===== src/design/dts_align_cfg.svh =====
`ifndef DTS_ALIGN_CFG_SVH
`define DTS_ALIGN_CFG_SVH

// Lanes aligned against lane 0
`define DTS_NUM_LANES 4

// Payload bits in one beat
`define DTS_BEAT_W 128

// FIFO words per lane at a mux factor of 1
`define DTS_FIFO_DEPTH 32

// Largest sync skew searched, in beats, kept below half the FIFO depth
`define DTS_SKEW_WIN 12

// clk_out cycles to wait after a slip before measuring again
`define DTS_SETTLE_CYC 16

`endif


===== src/design/dts_ctrl_pkg.sv =====
package dts_ctrl_pkg;

  // Alignment controller states
  typedef enum logic [2:0] {
    WAIT_FILL = 3'd0,
    FIND_REF  = 3'd1,
    MEASURE   = 3'd2,
    SLIP      = 3'd3,
    SETTLE    = 3'd4,
    LOCKED    = 3'd5
  } align_state_e;

  // Slip request issued to one lane
  typedef enum logic [1:0] {
    SLIP_NONE    = 2'd0,
    SLIP_ADVANCE = 2'd1,
    SLIP_DELAY   = 2'd2
  } slip_op_e;

  // Per lane status, assembled at the top level
  typedef struct packed {
    logic [7:0] slip_cnt;
    slip_op_e   last_op;
    logic       almost_full;
    logic       almost_empty;
    logic       overflow;
    logic       underflow;
  } lane_status_t;

endpackage


===== src/design/dts_stream_pkg.sv =====
`include "dts_align_cfg.svh"

package dts_stream_pkg;

  // One beat as it leaves the deformatter
  typedef struct packed {
    logic [`DTS_BEAT_W-1:0] data;
    logic                   one_sec;
    logic                   ten_sec;
    logic                   index;
    logic                   sync;
  } dts_beat_t;

  // FIFO word, sized for the widest slice; narrower slices sit in the low bits
  typedef struct packed {
    logic [3:0]             markers;
    logic [`DTS_BEAT_W-1:0] data;
  } dts_fifo_word_t;

  // Slice idx of a beat, markers repeated in every slice
  function automatic dts_fifo_word_t beat_slice(dts_beat_t beat, int unsigned idx,
                                                int unsigned mfb);
    int unsigned            slice_w;
    logic [`DTS_BEAT_W-1:0] mask;
    dts_fifo_word_t         word;
    slice_w      = `DTS_BEAT_W >> mfb;
    mask         = {`DTS_BEAT_W{1'b1}} >> (`DTS_BEAT_W - slice_w);
    word.markers = {beat.one_sec, beat.ten_sec, beat.index, beat.sync};
    word.data    = (beat.data >> (idx * slice_w)) & mask;
    return word;
  endfunction

  function automatic dts_beat_t word_to_beat(dts_fifo_word_t word);
    dts_beat_t beat;
    beat.data = word.data;
    {beat.one_sec, beat.ten_sec, beat.index, beat.sync} = word.markers;
    return beat;
  endfunction

endpackage


===== src/design/dts_align_ctrl.sv =====
`timescale 1ns/1ps
`include "dts_align_cfg.svh"

module dts_align_ctrl
  import dts_stream_pkg::*;
  import dts_ctrl_pkg::*;
(
  input  logic                      clk_out,
  input  logic                      rst_wr_clkR,
  input  dts_beat_t                 lane_dout [`DTS_NUM_LANES],
  output logic [`DTS_NUM_LANES-1:0] advance,
  output logic [`DTS_NUM_LANES-1:0] delay,
  output logic [7:0]                slip_cnt [`DTS_NUM_LANES],
  output slip_op_e                  last_op [`DTS_NUM_LANES],
  output logic                      aligned
);

  localparam int N        = `DTS_NUM_LANES;
  localparam int LANE_W   = (N > 1) ? $clog2(N) : 1;
  localparam int AGE_MAX  = `DTS_SKEW_WIN + 1;
  localparam int AGE_W    = $clog2(AGE_MAX + 1);
  // Offsetters run at mux factor 1, plus read and output latency
  localparam int WAIT_CYC = `DTS_FIFO_DEPTH / 2 + 4;
  localparam int HOLD_CYC = 4;
  localparam int TMR_W    = $clog2(WAIT_CYC + `DTS_SETTLE_CYC + `DTS_SKEW_WIN);

  align_state_e      state;
  logic [TMR_W-1:0]  tmr;
  logic              armed;
  logic [N-1:0]      sync_now;
  logic [AGE_W-1:0]  age [N];
  logic [N-1:0]      found, early, late;
  logic [N-1:0]      cap_found, cap_early;
  logic [LANE_W-1:0] slip_lane;
  slip_op_e          slip_op;
  logic              pick_valid, pick_early;
  logic [LANE_W-1:0] pick_lane;

  // Cycles since each lane last showed sync, saturating past the window
  always_ff @(posedge clk_out) begin
    for (int i = 0; i < N; i++) begin
      if (rst_wr_clkR) begin
        age[i] <= AGE_W'(AGE_MAX);
      end else if (sync_now[i]) begin
        age[i] <= AGE_W'(1);
      end else if (age[i] != AGE_W'(AGE_MAX)) begin
        age[i] <= age[i] + 1'b1;
      end
    end
  end

  always_comb begin
    for (int i = 0; i < N; i++) begin
      sync_now[i]  = lane_dout[i].sync;
      cap_early[i] = !sync_now[i] && (age[i] <= AGE_W'(`DTS_SKEW_WIN));
      cap_found[i] = sync_now[i] || cap_early[i];
    end
  end

  // Lowest skewed lane gets the next slip, lane 0 is never chosen
  always_comb begin
    pick_valid = 1'b0;
    pick_lane  = '0;
    pick_early = 1'b0;
    for (int i = N - 1; i >= 1; i--) begin
      if (early[i] || late[i]) begin
        pick_valid = 1'b1;
        pick_lane  = LANE_W'(i);
        pick_early = early[i];
      end
    end
  end

  ////////////////////
  // Alignment FSM
  always_ff @(posedge clk_out) begin
    if (rst_wr_clkR) begin
      state     <= WAIT_FILL;
      tmr       <= TMR_W'(WAIT_CYC - 1);
      armed     <= 1'b0;
      found     <= '0;
      early     <= '0;
      late      <= '0;
      slip_lane <= '0;
      slip_op   <= SLIP_NONE;
      for (int i = 0; i < N; i++) begin
        slip_cnt[i] <= '0;
        last_op[i]  <= SLIP_NONE;
      end
    end else begin
      case (state)
        WAIT_FILL: begin
          if (tmr == '0) begin
            state <= FIND_REF;
          end else begin
            tmr <= tmr - 1'b1;
          end
        end
        FIND_REF, MEASURE: begin
          if (!armed && sync_now[0]) begin
            // Reference sync seen, lanes already past it are early
            state <= MEASURE;
            armed <= 1'b1;
            found <= cap_found;
            early <= cap_early;
            late  <= '0;
            tmr   <= TMR_W'(`DTS_SKEW_WIN);
          end else if (armed && tmr != '0) begin
            tmr <= tmr - 1'b1;
            for (int i = 0; i < N; i++) begin
              if (!found[i] && sync_now[i]) begin
                found[i] <= 1'b1;
                late[i]  <= 1'b1;
              end
            end
          end else if (armed) begin
            armed <= 1'b0;
            if ((&found) && !(|(early | late))) begin
              state <= LOCKED;
            end else if (pick_valid) begin
              state                <= SLIP;
              tmr                  <= TMR_W'(HOLD_CYC - 1);
              slip_lane            <= pick_lane;
              slip_op              <= pick_early ? SLIP_DELAY : SLIP_ADVANCE;
              slip_cnt[pick_lane]  <= slip_cnt[pick_lane] + 8'd1;
              last_op[pick_lane]   <= pick_early ? SLIP_DELAY : SLIP_ADVANCE;
            end
          end
        end
        SLIP: begin
          if (tmr == '0) begin
            state <= SETTLE;
            tmr   <= TMR_W'(`DTS_SETTLE_CYC - 1);
          end else begin
            tmr <= tmr - 1'b1;
          end
        end
        SETTLE: begin
          if (tmr == '0) begin
            state <= MEASURE;
          end else begin
            tmr <= tmr - 1'b1;
          end
        end
        LOCKED: begin
          // Any frame where the lanes disagree on sync means skew is back
          if ((|sync_now) && !(&sync_now)) begin
            state <= MEASURE;
          end
        end
        default: state <= WAIT_FILL;
      endcase
    end
  end

  always_comb begin
    for (int i = 0; i < N; i++) begin
      advance[i] = (state == SLIP) && (slip_lane == LANE_W'(i)) && (slip_op == SLIP_ADVANCE);
      delay[i]   = (state == SLIP) && (slip_lane == LANE_W'(i)) && (slip_op == SLIP_DELAY);
    end
  end

  assign aligned = (state == LOCKED);

  // A request level lasts exactly the hold time so clk_in can sample it
  for (genvar g = 0; g < N; g++) begin : g_chk
    a_slip_hold: assert property (@(posedge clk_out) disable iff (rst_wr_clkR)
      $rose(advance[g] | delay[g]) |->
        (advance[g] | delay[g]) [*HOLD_CYC] ##1 !(advance[g] | delay[g]));
  end

endmodule


===== config.mk =====
export PLATFORM = sky130hd
export DESIGN_NAME = dts_align_ctrl
export DESIGN_NICKNAME = d
export VERILOG_FILES = /design/src/design/dts_ctrl_pkg.sv /design/src/design/dts_stream_pkg.sv /design/src/design/dts_align_ctrl.sv
export VERILOG_INCLUDE_DIRS = /design/src /design/src/design
export SDC_FILE = /design/constraint.sdc
export NUM_CORES = 1
export LEC_CHECK = 0
export BUFFER_PORTS_ARGS = -buffer_cell sky130_fd_sc_hd__buf_2
export CAP_MARGIN = 20
export CORE_AREA = 2 2 227 229
export CTS_BUF_LIST = sky130_fd_sc_hd__clkbuf_8 sky130_fd_sc_hd__clkbuf_16
export CTS_CLUSTER_SIZE = 25
export DETAILED_ROUTE_END_ITERATION = 10
export DIE_AREA = 0 0 229 231
export PLACE_DENSITY = 0.38
export REMOVE_ABC_BUFFERS = 1
export SYNTH_ARGS = -nofsm -noshare
export SYNTH_HDL_FRONTEND = slang
export SYNTH_SLANG_ARGS = --single-unit

===== constraint.sdc =====
create_clock -name clk_out -period 2.21 [get_ports clk_out]
set_input_delay 0.1105 -clock clk_out [delete_from_list [all_inputs] [get_ports clk_out]]
set_output_delay 0.1105 -clock clk_out [all_outputs]
set_load 0.005 [all_outputs]

==> impl_results.md, run 1 <==
- Run status: complete, but fails checks
- Failing checks: negative setup slack
- WS Path Type: flop to flop
- Initial antenna violation count: 2
- Fin crit share: 1.02
- CTS Buf Count: 9
- Clock Latency Late Sink: 0.35 ns
- Final Hold Viols: 0
- Max incr delay on CP: 0.50 ns
- Largest net degree at the start of global routing: 26
- CP Data Required Time: 2.50 ns
- CP Launch Type: flop
- Max-Cap Viols: 0
- Power Total: 3900 uW
- Max-Slew Margin vs Limit: 0.674
- Die ar.: 0.0529 mm^2
- Clock Power Share: 0.411
- Min-Delay Path Class: input pin to flop
- Number of synthesized flops with an enable pin: 12
- R2R cell count: 7
- Total number of vias: 3956
- DRC violations left: 0
- Worst hold start: lane_dout[396]
- Final Skew: 0.00875 ns
- Area added between synthesis and finish: 52.3%
- Buffers added on ports: 54
- Die Span X: 229 um
- Slew @ Worst Pin: 0.489 ns
- Reg2Reg Setup Slack: -0.05 ns
- Unique masters post-synth: 64
- Iter 0 DRT Violations: 211
- I/O Pins: 579
- Antenna diode count: 0
- Gp weighted congestion: 0.714
- Final setup fails: 1
- Remaining antenna violation count: 0
- Cell internal pwr: 2820 uW
- Total congestion overflow: 0
- Root Driver: clkbuf_16
- Crit. End Element: flop
- Pins Over Slew Limit: 0
- CTS tree: yes
- CP max FO: 4
- RSZ-0062 raised after global routing: true
- Post-Syn Area: 0.00405 mm^2
- Post-Route WL: 14300 um
- First-pass DRT Iterations: 4
- Pre-CTS setup slack: -0.120 ns
- Switching Share: 0.278
- Syn Area/Cell: 8.24 um^2
- Hold path depth: 3
- Total GRT Usage: 0.0548
- Layout cells sized above 1: 0.325
- Critical R2R Capture: state[2]$_SDFFE_PP0P_
- Number of global-route vias before repair: 3869
- Clock slew at reported path FFs: 0.06 ns
- Worst endpoint data arrival time: 2.54 ns
- Pwr dens: 634 mW/mm^2
- CP cell instances: inv_2 > ha_1 > or4b_4 > or2_4 > a222oi_1 > or4b_1 > o21ai_1
- Slowest stage cell, crit path: or4b_4
- Post-DP Area: 0.00558 mm^2
- VDD IR-drop max: 398 uV
- Async SR Flop Fraction: 0
- Initial Util: 0.0798
- Top FF cell, synth: dfxtp_1
- Sequential Power Share: 0.413
- R2r startpoint: tmr[0]$_SDFFE_PP1P_
- Leak: 0.00237 uW
- Fmax: 443 MHz
- Sw Pwr: 1080 uW
- Worst setup margin: -0.0455 ns
- Register area share after synthesis: 0.416
- H-tree levels: 3
- Combinational Power Share: 0.176
- Core ar.: 0.0507 mm^2
- Global-route wire length before repair: 22700 um
- Post-Synthesis Cells: 491
- Clock Sinks: 78
- Final Critical Period: 2.26 ns
- Most frequent cells in the layout: buf_4, dfxtp_1, buf_2, nand2_1, nor2_1
- Hpwl dp: 10900 um
- Final Cell Area: 0.00616 mm^2
- Worst Hold Path EP: found[0]$_SDFFE_PP0P_
- Most common cell after layout, fill and taps aside: buf_4
- Clock buffer depth: 2
- DR WL/cell: 11.1 um
- Die height: 231 um
- Yosys Warn Count: 0
- Vias per cell: 3.07
- Final net count: 1146
- # rows: 83
- Flop and latch count out of synthesis: 78
[critical path: cells and delay by family, from the launching register on]
kind,cells,cell delay [ns]
flops,1,0.32
simple gates,3,1.26
compound gates,2,0.44
fa+ha+maj,1,0.13
buf+inv,1,0.05
[worst max-delay path by stage]
stage,start,end,slack (ns),cells past startpoint
final,tmr[0]$_SDFFE_PP1P_,state[2]$_SDFFE_PP0P_,-0.05,7
after global routing,tmr[0]$_SDFFE_PP1P_,state[2]$_SDFFE_PP0P_,-0.14,7
after CTS,tmr[0]$_SDFFE_PP1P_,state[2]$_SDFFE_PP0P_,-0.05,7
after detailed placement,tmr[0]$_SDFFE_PP1P_,slip_cnt[7]$_SDFFE_PP0P_,-0.12,8
after global placement,tmr[0]$_SDFFE_PP1P_,slip_cnt[7]$_SDFFE_PP0P_,-0.22,8
after floorplan,tmr[0]$_SDFFE_PP1P_,slip_cnt[7]$_SDFFE_PP0P_,-0.58,7
[cell type report]
type	instances	area [um^2]
repair buffers	133	883
well taps	680	851
clock buffers	9	225
flip-flops and latches	78	1690
multi-input cells	367	2360
inverters	15	56.3
fillers	5922	44500
clock inverters	7	88.8
[through the flow]
| stage | std cells | utilization | hold slack [ns] | setup TNS, ns |
|---|---|---|---|---|
| floorplan | 460 | - | 0.180 | -7.88 |
| global placement | 1263 | 0.110 | 0.450 | -1.65 |
| detailed placement | 1263 | 0.110 | 0.457 | -0.811 |
| CTS | 1281 | 0.118 | 0.108 | -0.0452 |
| global route | 1289 | 0.122 | 0.145 | -0.778 |
| finish | 1289 | 0.122 | 0.115 | -0.0455 |
[cells in the mapped netlist, drive strengths merged, types with 2 or more instances]
cell / count / share of area
xor2: 4 / 0.0087
o21ai: 30 / 0.037
a311oi: 6 / 0.013
nand2b: 9 / 0.014
a221oi: 3 / 0.0065
edfxtp: 12 / 0.089
nor3: 15 / 0.019
clkbuf: 30 / 0.028
a211oi: 4 / 0.0074
nand3: 30 / 0.037
nor3b: 5 / 0.0093
o31a: 3 / 0.0065
inv: 14 / 0.013
a21oi: 41 / 0.051
a31oi: 4 / 0.0062
nor4: 7 / 0.018
and2: 8 / 0.012
o31ai: 3 / 0.0056
or3: 6 / 0.0093
o22ai: 4 / 0.0062
or4b: 2 / 0.0059
nand2: 52 / 0.048
dfxtp: 66 / 0.33
nor2: 49 / 0.045
or2: 6 / 0.0093
mux2i: 2 / 0.0049
o211ai: 3 / 0.0056
and3: 8 / 0.012
nand4: 4 / 0.0062
mux2: 5 / 0.014
a22oi: 2 / 0.0037
nor2b: 11 / 0.017
xnor2: 3 / 0.0065
o211a: 2 / 0.0049
or3b: 3 / 0.0065
ha: 12 / 0.037
o21a: 2 / 0.0037
o21ba: 2 / 0.0049
[state kept, by name (all words and copies together), names as in the netlist]
| register | count |
|---|---|
| state | 3 |
| early | 4 |
| slip_op | 2 |
| tmr | 6 |
| late | 4 |
| slip_cnt | 32 |
| age | 12 |
| armed | 1 |
| slip_lane | 2 |
| last_op | 8 |
| found | 4 |
[power groups by stage]
| stage | clock [uW] | combinational, uW | sequential, uW |
|---|---|---|---|
| floorplan | 0 | 369 | 1630 |
| global placement | 0 | 645 | 1630 |
| detailed placement | 0 | 646 | 1630 |
| CTS | 1650 | 663 | 1610 |
| global route | 1710 | 785 | 1630 |
| finish | 1610 | 686 | 1610 |
[what timing repair did]
action | 4_1_cts | 5_1_grt
endpoints found under the setup margin | 20 | 27
hold buffers | 0 | 0
pin swaps | 10 | 23
setup buffers | 2 | 8
resized for setup | 19 | 31
[cell families after synthesis]
group / Yosys count / share of synthesized area
and+or+nand+nor: 221 / 0.282
DFF: 78 / 0.416
adders and majority gates: 13 / 0.0396
buffers and inverters: 46 / 0.0433
AOI/OAI and AO/OA: 119 / 0.185
xor gates and xnor gates: 7 / 0.0152
muxes: 7 / 0.0189
[per-layer routing]
metal / global-route usage / wire (um) / share of wire / vias to the layer above
li1: - / - / - / 1996
met1: 0.0721 / 6870 / 0.48 / 1869
met2: 0.0854 / 6340 / 0.44 / 68
met3: 0.0161 / 801 / 0.056 / 19
met4: 0.0179 / 275 / 0.019 / 4
met5: 0 / 23 / 0.0016 / -
No activity file was read; power rests on OpenSTA's default activity.
==> inputs of run 2 (changes only) <==
RECOVER_POWER = 100   (was default)
SETUP_SLACK_MARGIN = 0.02   (was default)
==> run 2 against run 1 <==
Against the previous run: the run still ends with negative setup slack left; hold slack better by 0.0041 ns; register-to-register slack better by 0.02 ns; sequential power about the same; fmax up 0.94%; non-clock buffer count down 3; clock power about the same; count of clock-buffer cells in the layout unchanged; routed wire length down 0.34%; critical path type unchanged; highest routed layer unchanged.
==> impl_results.md, run 2 (same netlist as run 1, synthesis figures left out) <==
- Final net count: 1143
- Die Span X: 229 um
- Antenna diode count: 0
- Max-Cap Viols: 0
- CP Launch Type: flop
- Remaining antenna violation count: 0
- Die height: 231 um
- Die ar.: 0.0529 mm^2
- Total congestion overflow: 0
- Register bank with the most flops: slip_cnt
- R2r startpoint: late[3]$_SDFFE_PP0P_
- Worst setup margin: -0.0243 ns
- Hpwl dp: 10900 um
- Final setup fails: 2
- CP Data Required Time: 2.39 ns
- Setup crit start: late[3]$_SDFFE_PP0P_
- DRC violations left: 0
- Fin crit share: 1.01
- CTS tree: yes
- Max-Slew Margin vs Limit: 0.167
- Slew @ Worst Pin: 1.25 ns
- WS Path Type: flop to flop
- I/O Pins: 579
- Clock Sinks: 78
- Core ar.: 0.0507 mm^2
- CP cell instances: or3b_4 > a311oi_2 > buf_4 > o22ai_4 > nor4_4 > buf_6 > xor2_4 > o31ai_1
- CTS Buf Count: 9
- Final Cell Area: 0.00609 mm^2
- Top flop regs: slip_cnt: 32 flops, age: 12 flops, last_op: 8 flops
- First-pass DRT Iterations: 4
- Layout cells sized above 1: 0.252
- # rows: 83
- Final Hold Viols: 0
- Vias per cell: 3.07
- Total number of vias: 3945
- Gp weighted congestion: 0.714
- Initial antenna violation count: 2
- Min-Delay Path Class: input pin to flop
- Worst hold start: lane_dout[396]
- Failing checks: negative setup slack
- Worst endpoint data arrival time: 2.42 ns
- Max reg flops: 32
- Leak: 0.00215 uW
- Clock slew at reported path FFs: 0.06 ns
- DR WL/cell: 11.1 um
- Most frequent cells in the layout: buf_4, dfxtp_1, nand2_1, nor2_1
- Crit. End Element: flop
- CP max FO: 6
- RSZ-0062 raised after global routing: true
- Max incr delay on CP: 0.39 ns
- Final Critical Period: 2.23 ns
- Slowest stage cell, crit path: or3b_4
- Crit path max-delay family: simple AND/OR/NAND/NOR gates
- Post-DP Area: 0.00558 mm^2
- Fmax: 448 MHz
- Buffers added on ports: 54
- Final Skew: 0.00827 ns
- Pre-CTS setup slack: -0.120 ns
- Run status: complete, but fails checks
- Setup TNS: -0.0480 ns
- Global-route wire length before repair: 22700 um
- Total GRT Usage: 0.0547
- Most common cell after layout, fill and taps aside: buf_4
- Iter 0 DRT Violations: 200
- Root Driver: clkbuf_16
- Post-Route WL: 14300 um
- VDD IR-drop max: 392 uV
- Clock buffer depth: 2
- H-tree levels: 3
- Clock Latency Late Sink: 0.35 ns
- WP buf/inv: 2
- Initial Util: 0.0798
- Pins Over Slew Limit: 0
- Pwr dens: 640 mW/mm^2
- Number of global-route vias before repair: 3864
- Largest net degree at the start of global routing: 26
- Area added between synthesis and finish: 50.6%
run 2: worst paths after layout:
path	endpoint	slack [ns]	depth (start not counted)
hold reg to reg	last_op[6]$_SDFFE_PP0P_	0.47	1
setup / recovery	slip_cnt[21]$_SDFFE_PP0P_	-0.02	8
hold / removal	found[0]$_SDFFE_PP0P_	0.12	3
setup reg to reg	slip_cnt[21]$_SDFFE_PP0P_	-0.02	8
run 2: timing repair:
action	CTS	global route
pin swaps	11	20
hold buffers	0	0
gates resized for setup	20	34
setup endpoints to repair	21	23
buffers inserted	2	5
run 2: layout make-up:
cell class / count / area [um^2]
inverters: 15 / 56.3
repair buffers: 130 / 798
multi-input cells: 367 / 2380
clock inverters: 7 / 88.8
fillers: 5936 / 44600
clock buffers: 9 / 225
flip-flops and latches: 78 / 1690
well taps: 680 / 851
run 2: where the power goes:
| part | switching [uW] | internal (uW) |
|---|---|---|
| Combinational | 382 | 303 |
| Clock | 620 | 984 |
| Sequential | 81.9 | 1530 |
run 2: worst register-to-register path, delay by kind of cell, from the launching register on:
kind                   cells  cell delay (ns)
flip-flops                 1             0.37
XOR/XNOR                   1             0.16
AO/OA/AOI/OAI              3             0.46
AND/OR/NAND/NOR            2             0.73
buffers and inverters      2             0.36
run 2: per-layer routing:
metal | GRT usage | vias up | routed length (um)
met3 | 0.0161 | 18 | 726
met1 | 0.0721 | 1868 | 6910
li1 | - | 1991 | -
met5 | 0 | - | 23
met2 | 0.0853 | 64 | 6340
met4 | 0.0179 | 4 | 265
run 2: through the flow:
step	power [uW]	cells	util	hold WS (ns)
final	3900	1286	0.120	0.119
after floorplan	2000	460	-	0.180
after global placement	2280	1263	0.110	0.450
after detailed placement	2280	1263	0.110	0.457
after CTS	3930	1281	0.118	0.108
after global routing	4120	1286	0.120	0.145
